## config.mk

```make
export PLATFORM = sky130hd
export DESIGN_NAME = vec_fifo
export DESIGN_NICKNAME = d
export VERILOG_FILES = /design/src/fifo/vec_fifo.sv
export SDC_FILE = /design/constraint.sdc
export NUM_CORES = 1
export LEC_CHECK = 0
export BUFFER_PORTS_ARGS = -buffer_cell sky130_fd_sc_hd__buf_4
export CAP_MARGIN = 10
export CORE_ASPECT_RATIO = 1.75
export CORE_MARGIN = 1.5
export CORE_UTILIZATION = 33
export CTS_BUF_LIST = sky130_fd_sc_hd__clkbuf_16
export CTS_CLUSTER_SIZE = 28
export DETAILED_ROUTE_END_ITERATION = 7
export HOLD_SLACK_MARGIN = 0.15
export PLACE_DENSITY = 0.59
export SETUP_SLACK_MARGIN = 0.1
export SLEW_MARGIN = 20
export SYNTH_ARGS = -nofsm -noshare
export SYNTH_HDL_FRONTEND = slang
export SYNTH_SLANG_ARGS = --single-unit
```

## constraint.sdc

```tcl
create_clock -name clock -period 10.8 [get_ports clock]
set_input_delay 2.16 -clock clock [delete_from_list [all_inputs] [get_ports clock]]
set_output_delay 2.16 -clock clock [all_outputs]
set_load 0.005 [all_outputs]
```

## src/fifo/vec_fifo.sv

```systemverilog
// Single-clock show-ahead FIFO that buffers the commands and results of the vector unit
`timescale 1ns/1ns
`default_nettype none

module vec_fifo #(
    parameter int WIDTH = 32,
    parameter int DEPTH = 16
) (
    input  wire logic             clock,
    input  wire logic             reset,
    input  wire logic             write,
    input  wire logic [WIDTH-1:0] din,
    output logic                  full,
    input  wire logic             read,
    output logic [WIDTH-1:0]      dout,
    output logic                  empty
);

    logic [WIDTH-1:0]           mem [DEPTH];
    logic [$clog2(DEPTH)-1:0]   wr_ptr;
    logic [$clog2(DEPTH)-1:0]   rd_ptr;
    logic [$clog2(DEPTH+1)-1:0] count;
    logic                       wr_ok;
    logic                       rd_ok;

    assign full  = (count == DEPTH);
    assign empty = (count == 0);

    // A read while full frees the slot the write lands in
    assign rd_ok = read && !empty;
    assign wr_ok = write && (!full || read);

    // Head entry is always on the output
    assign dout = mem[rd_ptr];

    always_ff @(posedge clock) begin
        if (wr_ok) begin
            mem[wr_ptr] <= din;
        end
    end

    always_ff @(posedge clock or posedge reset) begin
        if (reset) begin
            wr_ptr <= '0;
            rd_ptr <= '0;
            count  <= '0;
        end else begin
            if (wr_ok) begin
                wr_ptr <= (wr_ptr == DEPTH - 1) ? '0 : wr_ptr + 1'b1;
            end
            if (rd_ok) begin
                rd_ptr <= (rd_ptr == DEPTH - 1) ? '0 : rd_ptr + 1'b1;
            end
            case ({wr_ok, rd_ok})
                2'b10:   count <= count + 1'b1;
                2'b01:   count <= count - 1'b1;
                default: count <= count;
            endcase
        end
    end

endmodule

`default_nettype wire

```

==> impl_metrics.toml <==
[status]
status = "finished clean"

[worst_setup_path]
reg2reg_depth = 9
timing.rr.end = "count[4]"
rrSetupSlack_ps = 7310
path_class = "register to output pin"
crit_path_max_incr_delay_ps = 760
path_delay_family = "buffers and inverters"
r2r_start = "count[0]"
cp.depth = 7
path_buf_inv = 3
cp-start-kind = "register"
crit_slowest_cell = "dfrtp_4"
path_max_fanout = 62
end_kind = "output pin"
path_cells = "buf_4, and2_2, buf_4, a22oi_1, o211ai_1, nand2_1, buf_4"
path_common_cell = "buf_4"
cp_data_required_time_ps = 8640
arrival_ps = 3690

[drt]
drt-total-wl_mm = 46.4
drc = 0
ant_nets = 0
via_per_inst = 5.14
vias = 9902
dr.pass1.iters = 4
drt_iter0_drc = 704
avgRoutedWirePerCell_um = 24.1

[timing]
setup_ws_ps = 4950
worst_slew_pin_slew_ps = 959
clock.fmax_ghz = 0.171
finalHoldViolations = 0
rsz0062_at_grt = "no"
relSlewSlack_pct = 36.1
setup_viol = 0
finalCriticalPeriod_ps = 5850
period_share_pct = 54.1
fin_setup_tns_ps = 0
finClkSkew_ps = 8.16
slew_viol_final = 0

[place]
place_area_um2 = 21900
place_congestion = 0.696
place_ws_ps = 5450
port_buffers = 69
dp_hpwl_mm = 24.1

[synth]
yosysSeqAreaShare_pct = 76.9
synth_edf_count = 512
syn_inst = 1027
syn_nets = 1073
yosysTopAreaCellShare_pct = 75.3
synthArstFlopShare_pct = 2.48
syn_area_um2 = 20400
ys_seq_elements = 525
yosysWarnings = 0
synth.area.top_cells = "edfxtp_1, mux4_2, mux2i_1"
synthFlopType = "edfxtp_1"
yosysTopAreaCell = "edfxtp_1"
syn_area_per_cell_um2 = 19.9
synth_cell_types = 42

[clock_tree]
hold_buffers = 0
path_clk_slew_ps = 70
clk_root_buffer_cell = "clkbuf_16"
htree_levels = 2
cts_buffers = 44
clk_latency_ps = 560
postCtsSetupBuffers = 0
cts_sinks = 525
cts_tree = "done"
post_cts_resized = 0
clockBufferDepth = 3

[die]
initial_core_util_pct = 33.4
dieArea_um2 = 63400
placementRows = 120
die_w_um = 191
io-pin-count = 70
core_area_um2 = 61100
die_h_um = 332

[global_route]
first_global_vias = 10679
antenna_found_initial = 1
grt_max_degree = 118
grt_overflow = 0
grt_usage_pct = 14.9
grt_pass1_wl_mm = 68.6

[cells_and_area]
multi_input_area_um2 = 4410
seq_area_um2 = 15700
antenna_cells = 0
drive_gt1_share_pct = 21.7
final_common_cell = "edfxtp_1"
area_growth_pct = 13.7
final_cell_mix = "edfxtp_1, mux2i_1, buf_4"
final_area_um2 = 23200
final_nets = 1150
nFillCells = 5494

[power]
ir_drop_mv = 0.154
power_density_nw_per_um2 = 248
power_mw = 5.76
p_leak_nw = 7.60

[worst_hold_path]
hold_depth = 2
holdPathEnd = "count[2]"
worstHoldPathType = "register to register"
hp-start = "count[2]"

[job]
max-cap-violations = 0
==> worst max path at each step <==
stage,startpoint,slack (ps),to
2_1_floorplan,write,5580,mem[12][0]
3_3_place_gp,rd_ptr[2],5500,dout[12]
3_5_place_dp,rd_ptr[2],5450,dout[12]
4_1_cts,rd_ptr[2],4850,dout[12]
5_1_grt,rd_ptr[2],4740,dout[12]
6_report,rd_ptr[2],4950,dout[27]
==> cell families (layout without fill, tap and decap cells) <==
group / after synthesis / count (layout) / synth area share [%]
adders and majority gates: 10 / 10 / 0.650
muxes: 194 / 194 / 13.5
xor gates and xnor gates: 5 / 5 / 0.215
AOI/OAI and AO/OA: 150 / 150 / 5.27
buffers and inverters: 70 / 176 / 1.83
and+or+nand+nor: 73 / 73 / 1.64
DFF: 525 / 525 / 76.9
==> sequential cells by signal, summed over array words and instances (netlist names) <==
register  count
count         5
mem         512
rd_ptr        4
wr_ptr        4
==> report_power, final <==
part | leakage, nW | internal, mW | switching [mW]
logic | 2.13 | 0.735 | 0.920
clock network | 0.698 | 0.827 | 0.693
registers | 4.78 | 2.43 | 0.152
==> Yosys cell counts, drive strengths merged, types with 5 or more instances <==
library cell	number
ha	9
nor3	9
xnor2	5
buf	25
a221oi	32
and2	6
a22oi	32
mux2i	128
dfrtp	13
nand2	44
edfxtp	512
o211ai	33
inv	7
o21ai	39
clkbuf	37
mux4	64
==> tightest hold or removal path, stage by stage (launching register included) <==
cell and delay (ps):
dfrtp_1 380, nand2_1 60, o21ai_0 60
==> routing by layer <==
metal,share of wire [%],GRT usage (%)
met1,39,17.8
met2,54,26.8
met3,4.5,2.07
met4,2.9,5.60
met5,0.028,0
==> metrics by stage <==
stage	cells	hold slack (ps)	utilization, %
finish	1926	535	38.0
global placement	1851	512	35.7
global route	1926	584	38.0
detailed placement	1851	528	35.8
floorplan	1027	482	-
CTS	1926	541	38.0
==> area by class of cell <==
| cell class | count | share of cell area [%] |
|---|---|---|
| clock buffer | 45 | 4.85 |
| clock inverter | 30 | 0.928 |
| inverter | 8 | 0.135 |
| multi-input combinational | 432 | 19.0 |
| sequential | 525 | 67.7 |
| tap | 793 | 4.28 |
| timing repair buffer | 93 | 3.06 |
(Power assumes the default switching activity.)
