File: src/common/vec_pkg.sv
// Shared fixed-point, vector, command and result types for the vector unit; use by scoped name
`default_nettype none

package vec_pkg;

    // Q16.16 coordinates
    localparam int COORD_BITS = 32;
    localparam int Q_BITS     = 16;
    localparam int PROD_BITS  = 2 * COORD_BITS;

    // Entries in each of the command and result FIFOs
    localparam int FIFO_DEPTH = 16;

    typedef logic signed [COORD_BITS-1:0] coord_t;

    // Full-width product before the fraction bits are shifted out
    typedef logic signed [PROD_BITS-1:0] prod_t;

    typedef struct packed {
        coord_t x;
        coord_t y;
        coord_t z;
    } vec3_t;

    typedef enum logic [1:0] {
        OP_ADD   = 2'd0,
        OP_DOT   = 2'd1,
        OP_CROSS = 2'd2,
        OP_SCALE = 2'd3
    } vec_op_t;

    typedef struct packed {
        vec_op_t op;
        vec3_t   x;
        vec3_t   y;
        coord_t  a;
    } vec_cmd_t;

    // Dot puts its scalar in v.x and clears v.y and v.z
    typedef struct packed {
        vec_op_t op;
        vec3_t   v;
    } vec_result_t;

    typedef enum logic {
        CTRL_READ  = 1'b0,
        CTRL_WRITE = 1'b1
    } ctrl_state_t;

endpackage

`default_nettype wire

File: src/vec_alu/vec_alu_ctrl.sv
// Two-state controller that pops a command, holds its result and pushes it to the result FIFO
`timescale 1ns/1ns
`default_nettype none

module vec_alu_ctrl (
    input  wire logic                 clock,
    input  wire logic                 reset,
    input  wire logic                 cmd_empty,
    output logic                      cmd_pop,
    input  wire vec_pkg::vec_result_t computed,
    input  wire logic                 res_full,
    output logic                      res_push,
    output vec_pkg::vec_result_t      res_data
);

    vec_pkg::ctrl_state_t state;
    vec_pkg::ctrl_state_t next_state;
    vec_pkg::vec_result_t res_next;

    always_ff @(posedge clock or posedge reset) begin
        if (reset) begin
            state    <= vec_pkg::CTRL_READ;
            res_data <= '0;
        end else begin
            state    <= next_state;
            res_data <= res_next;
        end
    end

    always_comb begin
        next_state = state;
        res_next   = res_data;
        cmd_pop    = 1'b0;
        res_push   = 1'b0;

        case (state)
            vec_pkg::CTRL_READ: begin
                // Head command is already on the datapath input
                if (!cmd_empty) begin
                    res_next   = computed;
                    cmd_pop    = 1'b1;
                    next_state = vec_pkg::CTRL_WRITE;
                end
            end
            vec_pkg::CTRL_WRITE: begin
                // Hold the result until the output has room
                if (!res_full) begin
                    res_push   = 1'b1;
                    next_state = vec_pkg::CTRL_READ;
                end
            end
            default: begin
                next_state = vec_pkg::CTRL_READ;
            end
        endcase
    end

endmodule

`default_nettype wire

File: config.mk
export PLATFORM = sky130hd
export DESIGN_NAME = vec_alu_ctrl
export DESIGN_NICKNAME = d
export VERILOG_FILES = /design/src/common/vec_pkg.sv /design/src/vec_alu/vec_alu_ctrl.sv
export SDC_FILE = /design/constraint.sdc
export NUM_CORES = 1
export LEC_CHECK = 0
export BUFFER_PORTS_ARGS = -buffer_cell sky130_fd_sc_hd__buf_2
export CAP_MARGIN = 30
export CORE_AREA = 2 2 98 100
export DETAILED_ROUTE_END_ITERATION = 12
export DIE_AREA = 0 0 100 102
export HOLD_SLACK_MARGIN = 0.03
export PLACE_DENSITY = 0.9
export RECOVER_POWER = 100
export REMOVE_ABC_BUFFERS = 1
export SYNTH_ARGS = -nofsm -noshare
export SYNTH_HDL_FRONTEND = slang
export SYNTH_SLANG_ARGS = --single-unit
File: constraint.sdc
create_clock -name clock -period 3.8 [get_ports clock]
set_input_delay 0.19 -clock clock [delete_from_list [all_inputs] [get_ports clock]]
set_output_delay 0.19 -clock clock [all_outputs]
set_load 0.005 [all_outputs]
==> impl_metrics.py <==
metrics = {
    "outcome": {
        "outcome": "finished clean",
    },
    "clock_network": {
        "tritoncts": "yes",
        "cts_buffers": 9,
        "root_buffer": "clkbuf_8",
        "cts_buffer_depth": 2,
        "clock_latency_ns": 0.35,
        "cts.sinks": 99,
        "path_clk_slew_ns": 0.10,
        "htreeDepth": 3,
    },
    "worst_setup_path": {
        "r2r_slack_ns": 1.68,
        "end_kind": "output port",
        "cp_cell_sequence": "nor2_8, clkbuf_2, buf_2",
        "r2r_cells": 3,
        "cp-startpoint": "state",
        "r2r-end": "res_data[36]",
        "startpoint_type": "flip-flop",
        "crit_required_ns": 3.61,
        "cp_slowest_cell": "clkbuf_2",
        "worstPathBufferInverterCount": 2,
        "slowest_delay_ns": 0.84,
        "worst-endpoint-arrival_ns": 2.03,
        "path_max_fanout": 46,
        "cpLargestDelayFamily": "buffers and inverters",
        "crit_type": "reg2out",
        "r2r_start": "state",
    },
    "global_routing": {
        "grt_use_total": 0.173,
        "grt_remaining_overflow": 0,
        "antenna_found_initial": 0,
        "grt_pass1_wl_mm": 13.6,
        "grt_pass1_vias": 2774,
        "grt_max_degree": 67,
    },
    "route": {
        "vias": 2540,
        "dr.pass1.iters": 4,
        "avgViaCountPerCell": 4.76,
        "drtIter0Drc": 31,
        "drt-total-wl_mm": 8.82,
        "drtAntennaViolNets": 0,
        "drc": 0,
        "wl_per_cell_um": 16.5,
    },
    "timing": {
        "period_needed_ns": 2.22,
        "rsz0062_at_grt": "false",
        "fmax_ghz": 0.451,
        "tightestPinTransition_ns": 1.35,
        "period_share": 0.584,
        "setup_tns_ns": 0,
        "final_hold_viol_count": 0,
        "whs_ns": 0.0441,
        "skew_ns": 0.0143,
        "drv_slew": 0,
        "setup_viol": 0,
        "relSlewSlack": 0.0989,
    },
    "floorplan": {
        "core_area_um2": 9110,
        "start_util": 0.454,
        "die_h_um": 102,
        "die_w_um": 100,
        "rows": 35,
        "ios": 202,
        "die-area_um2": 10200,
    },
    "yosys": {
        "ys_seq_area_frac": 0.599,
        "netlist_top_cells_area": "dfrtp_1 (60%), mux2_4 (36%), buf_8 (3.6%)",
        "synthFlopType": "dfrtp_1",
        "synth_edf_count": 0,
        "asyncSetResetFlopFracSynth": 1.00,
        "yosysMostFrequentCell": "dfrtp_1",
        "yosys-top-cells-count": "dfrtp_1 (99), mux2_4 (98), buf_8 (10)",
        "netlist.area_leader.share": 0.599,
        "synth_seq_cells": 99,
        "synth.distinct_cells": 7,
        "ys_warn_count": 0,
        "syn_inst": 211,
        "syn_area_um2": 4140,
        "synth_area_per_cell_um2": 19.6,
        "synth_top_cell_by_area": "dfrtp_1",
    },
    "job": {
        "drv_cap": 0,
    },
    "final_layout": {
        "finish.instance_area_um2": 4950,
        "fillers": 865,
        "nets": 520,
        "area_growth_pct": 19.6,
        "ff_latch_area_um2": 2480,
        "final_layout_size_suffix_gt1_frac": 0.385,
        "multiInputGateArea_um2": 1140,
        "fin_cells": 534,
        "antenna_cells": 0,
    },
    "place": {
        "hpwl_mm": 6.48,
        "placed_area_um2": 5160,
        "portBuffers": 201,
        "place_inst": 516,
        "place_congestion": 0.753,
    },
    "min_path": {
        "hp-class": "in2reg",
        "min_to": "res_data[67]",
        "hp-start": "computed[67]",
        "hold-path-cell-count": 2,
    },
    "power": {
        "p_leak_nw": 2.33,
        "power.total_mw": 2.71,
        "power_density_nw_per_um2": 549,
        "peakVddDrop_uv": 232,
    },
}
==> layout by cell type (no fill, tap or decap) <==
cell             n
a21o_1           1
buf_1            1
buf_2          142
buf_4            1
bufinv_16        2
clkbuf_1        60
clkbuf_2         2
clkbuf_8         9
clkinv_2         2
clkinvlp_4       1
dfrtp_1         99
dlygate4sd3_1    2
inv_4            1
mux2_1          96
mux2_4           2
nor2_8           1
nor2b_1          1
==> what timing repair did <==
action / 4_1_cts / 5_1_grt
gates resized for setup: 0 / 0
setup buffers: 0 / 0
endpoints found under the hold margin: 47 / 1
hold buffers: 1 / 1
==> registers in the layout (all words and copies together) (netlist names) <==
name	cells
res_data	98
state	1
==> metal layers <==
layer / global-route usage / vias to the layer above / part of all wire
met5: 0 / - / 0
met4: 0.0653 / 0 / 0.019
met3: 0.0547 / 16 / 0.079
met2: 0.305 / 123 / 0.52
met1: 0.199 / 1256 / 0.38
li1: - / 1145 / -
==> power by group <==
group	internal [mW]	total, mW	switching (mW)
Combinational	0.308	0.578	0.269
Clock	0.370	0.719	0.349
Sequential	1.29	1.42	0.128
Total	1.97	2.71	0.747
==> through the flow <==
step | util | setup slack [ns]
6_report | 0.543 | 1.58
5_1_grt | 0.543 | 1.41
4_1_cts | 0.590 | 1.79
3_5_place_dp | 0.566 | 1.99
3_3_place_gp | 0.566 | 2.03
2_1_floorplan | - | 1.02
==> worst max-delay path by stage <==
stage	end	cells past startpoint	slack, ns
3_3_place_gp	res_data[25]	3	2.03
4_1_cts	cmd_pop	3	1.79
2_1_floorplan	res_data[0]	1	1.02
5_1_grt	cmd_pop	3	1.41
3_5_place_dp	res_data[22]	3	1.99
6_report	cmd_pop	3	1.58
==> cell families after synthesis <==
| group | share of synthesized area |
|---|---|
| DFF | 0.599 |
| muxes | 0.356 |
| buffers and inverters | 0.0372 |
| and+or+nand+nor | 0.00635 |
| AOI/OAI and AO/OA | 0.00182 |
==> layout make-up <==
class                           count  share of cell area
Sequential cell                    99               0.501
Multi-Input combinational cell    101               0.231
Timing Repair Buffer              206               0.196
Tap cell                          111              0.0281
Clock buffer                       11              0.0266
Clock inverter                      5              0.0157
Inverter                            1             0.00126
Note: power is estimated with default switching activity, not from simulation.
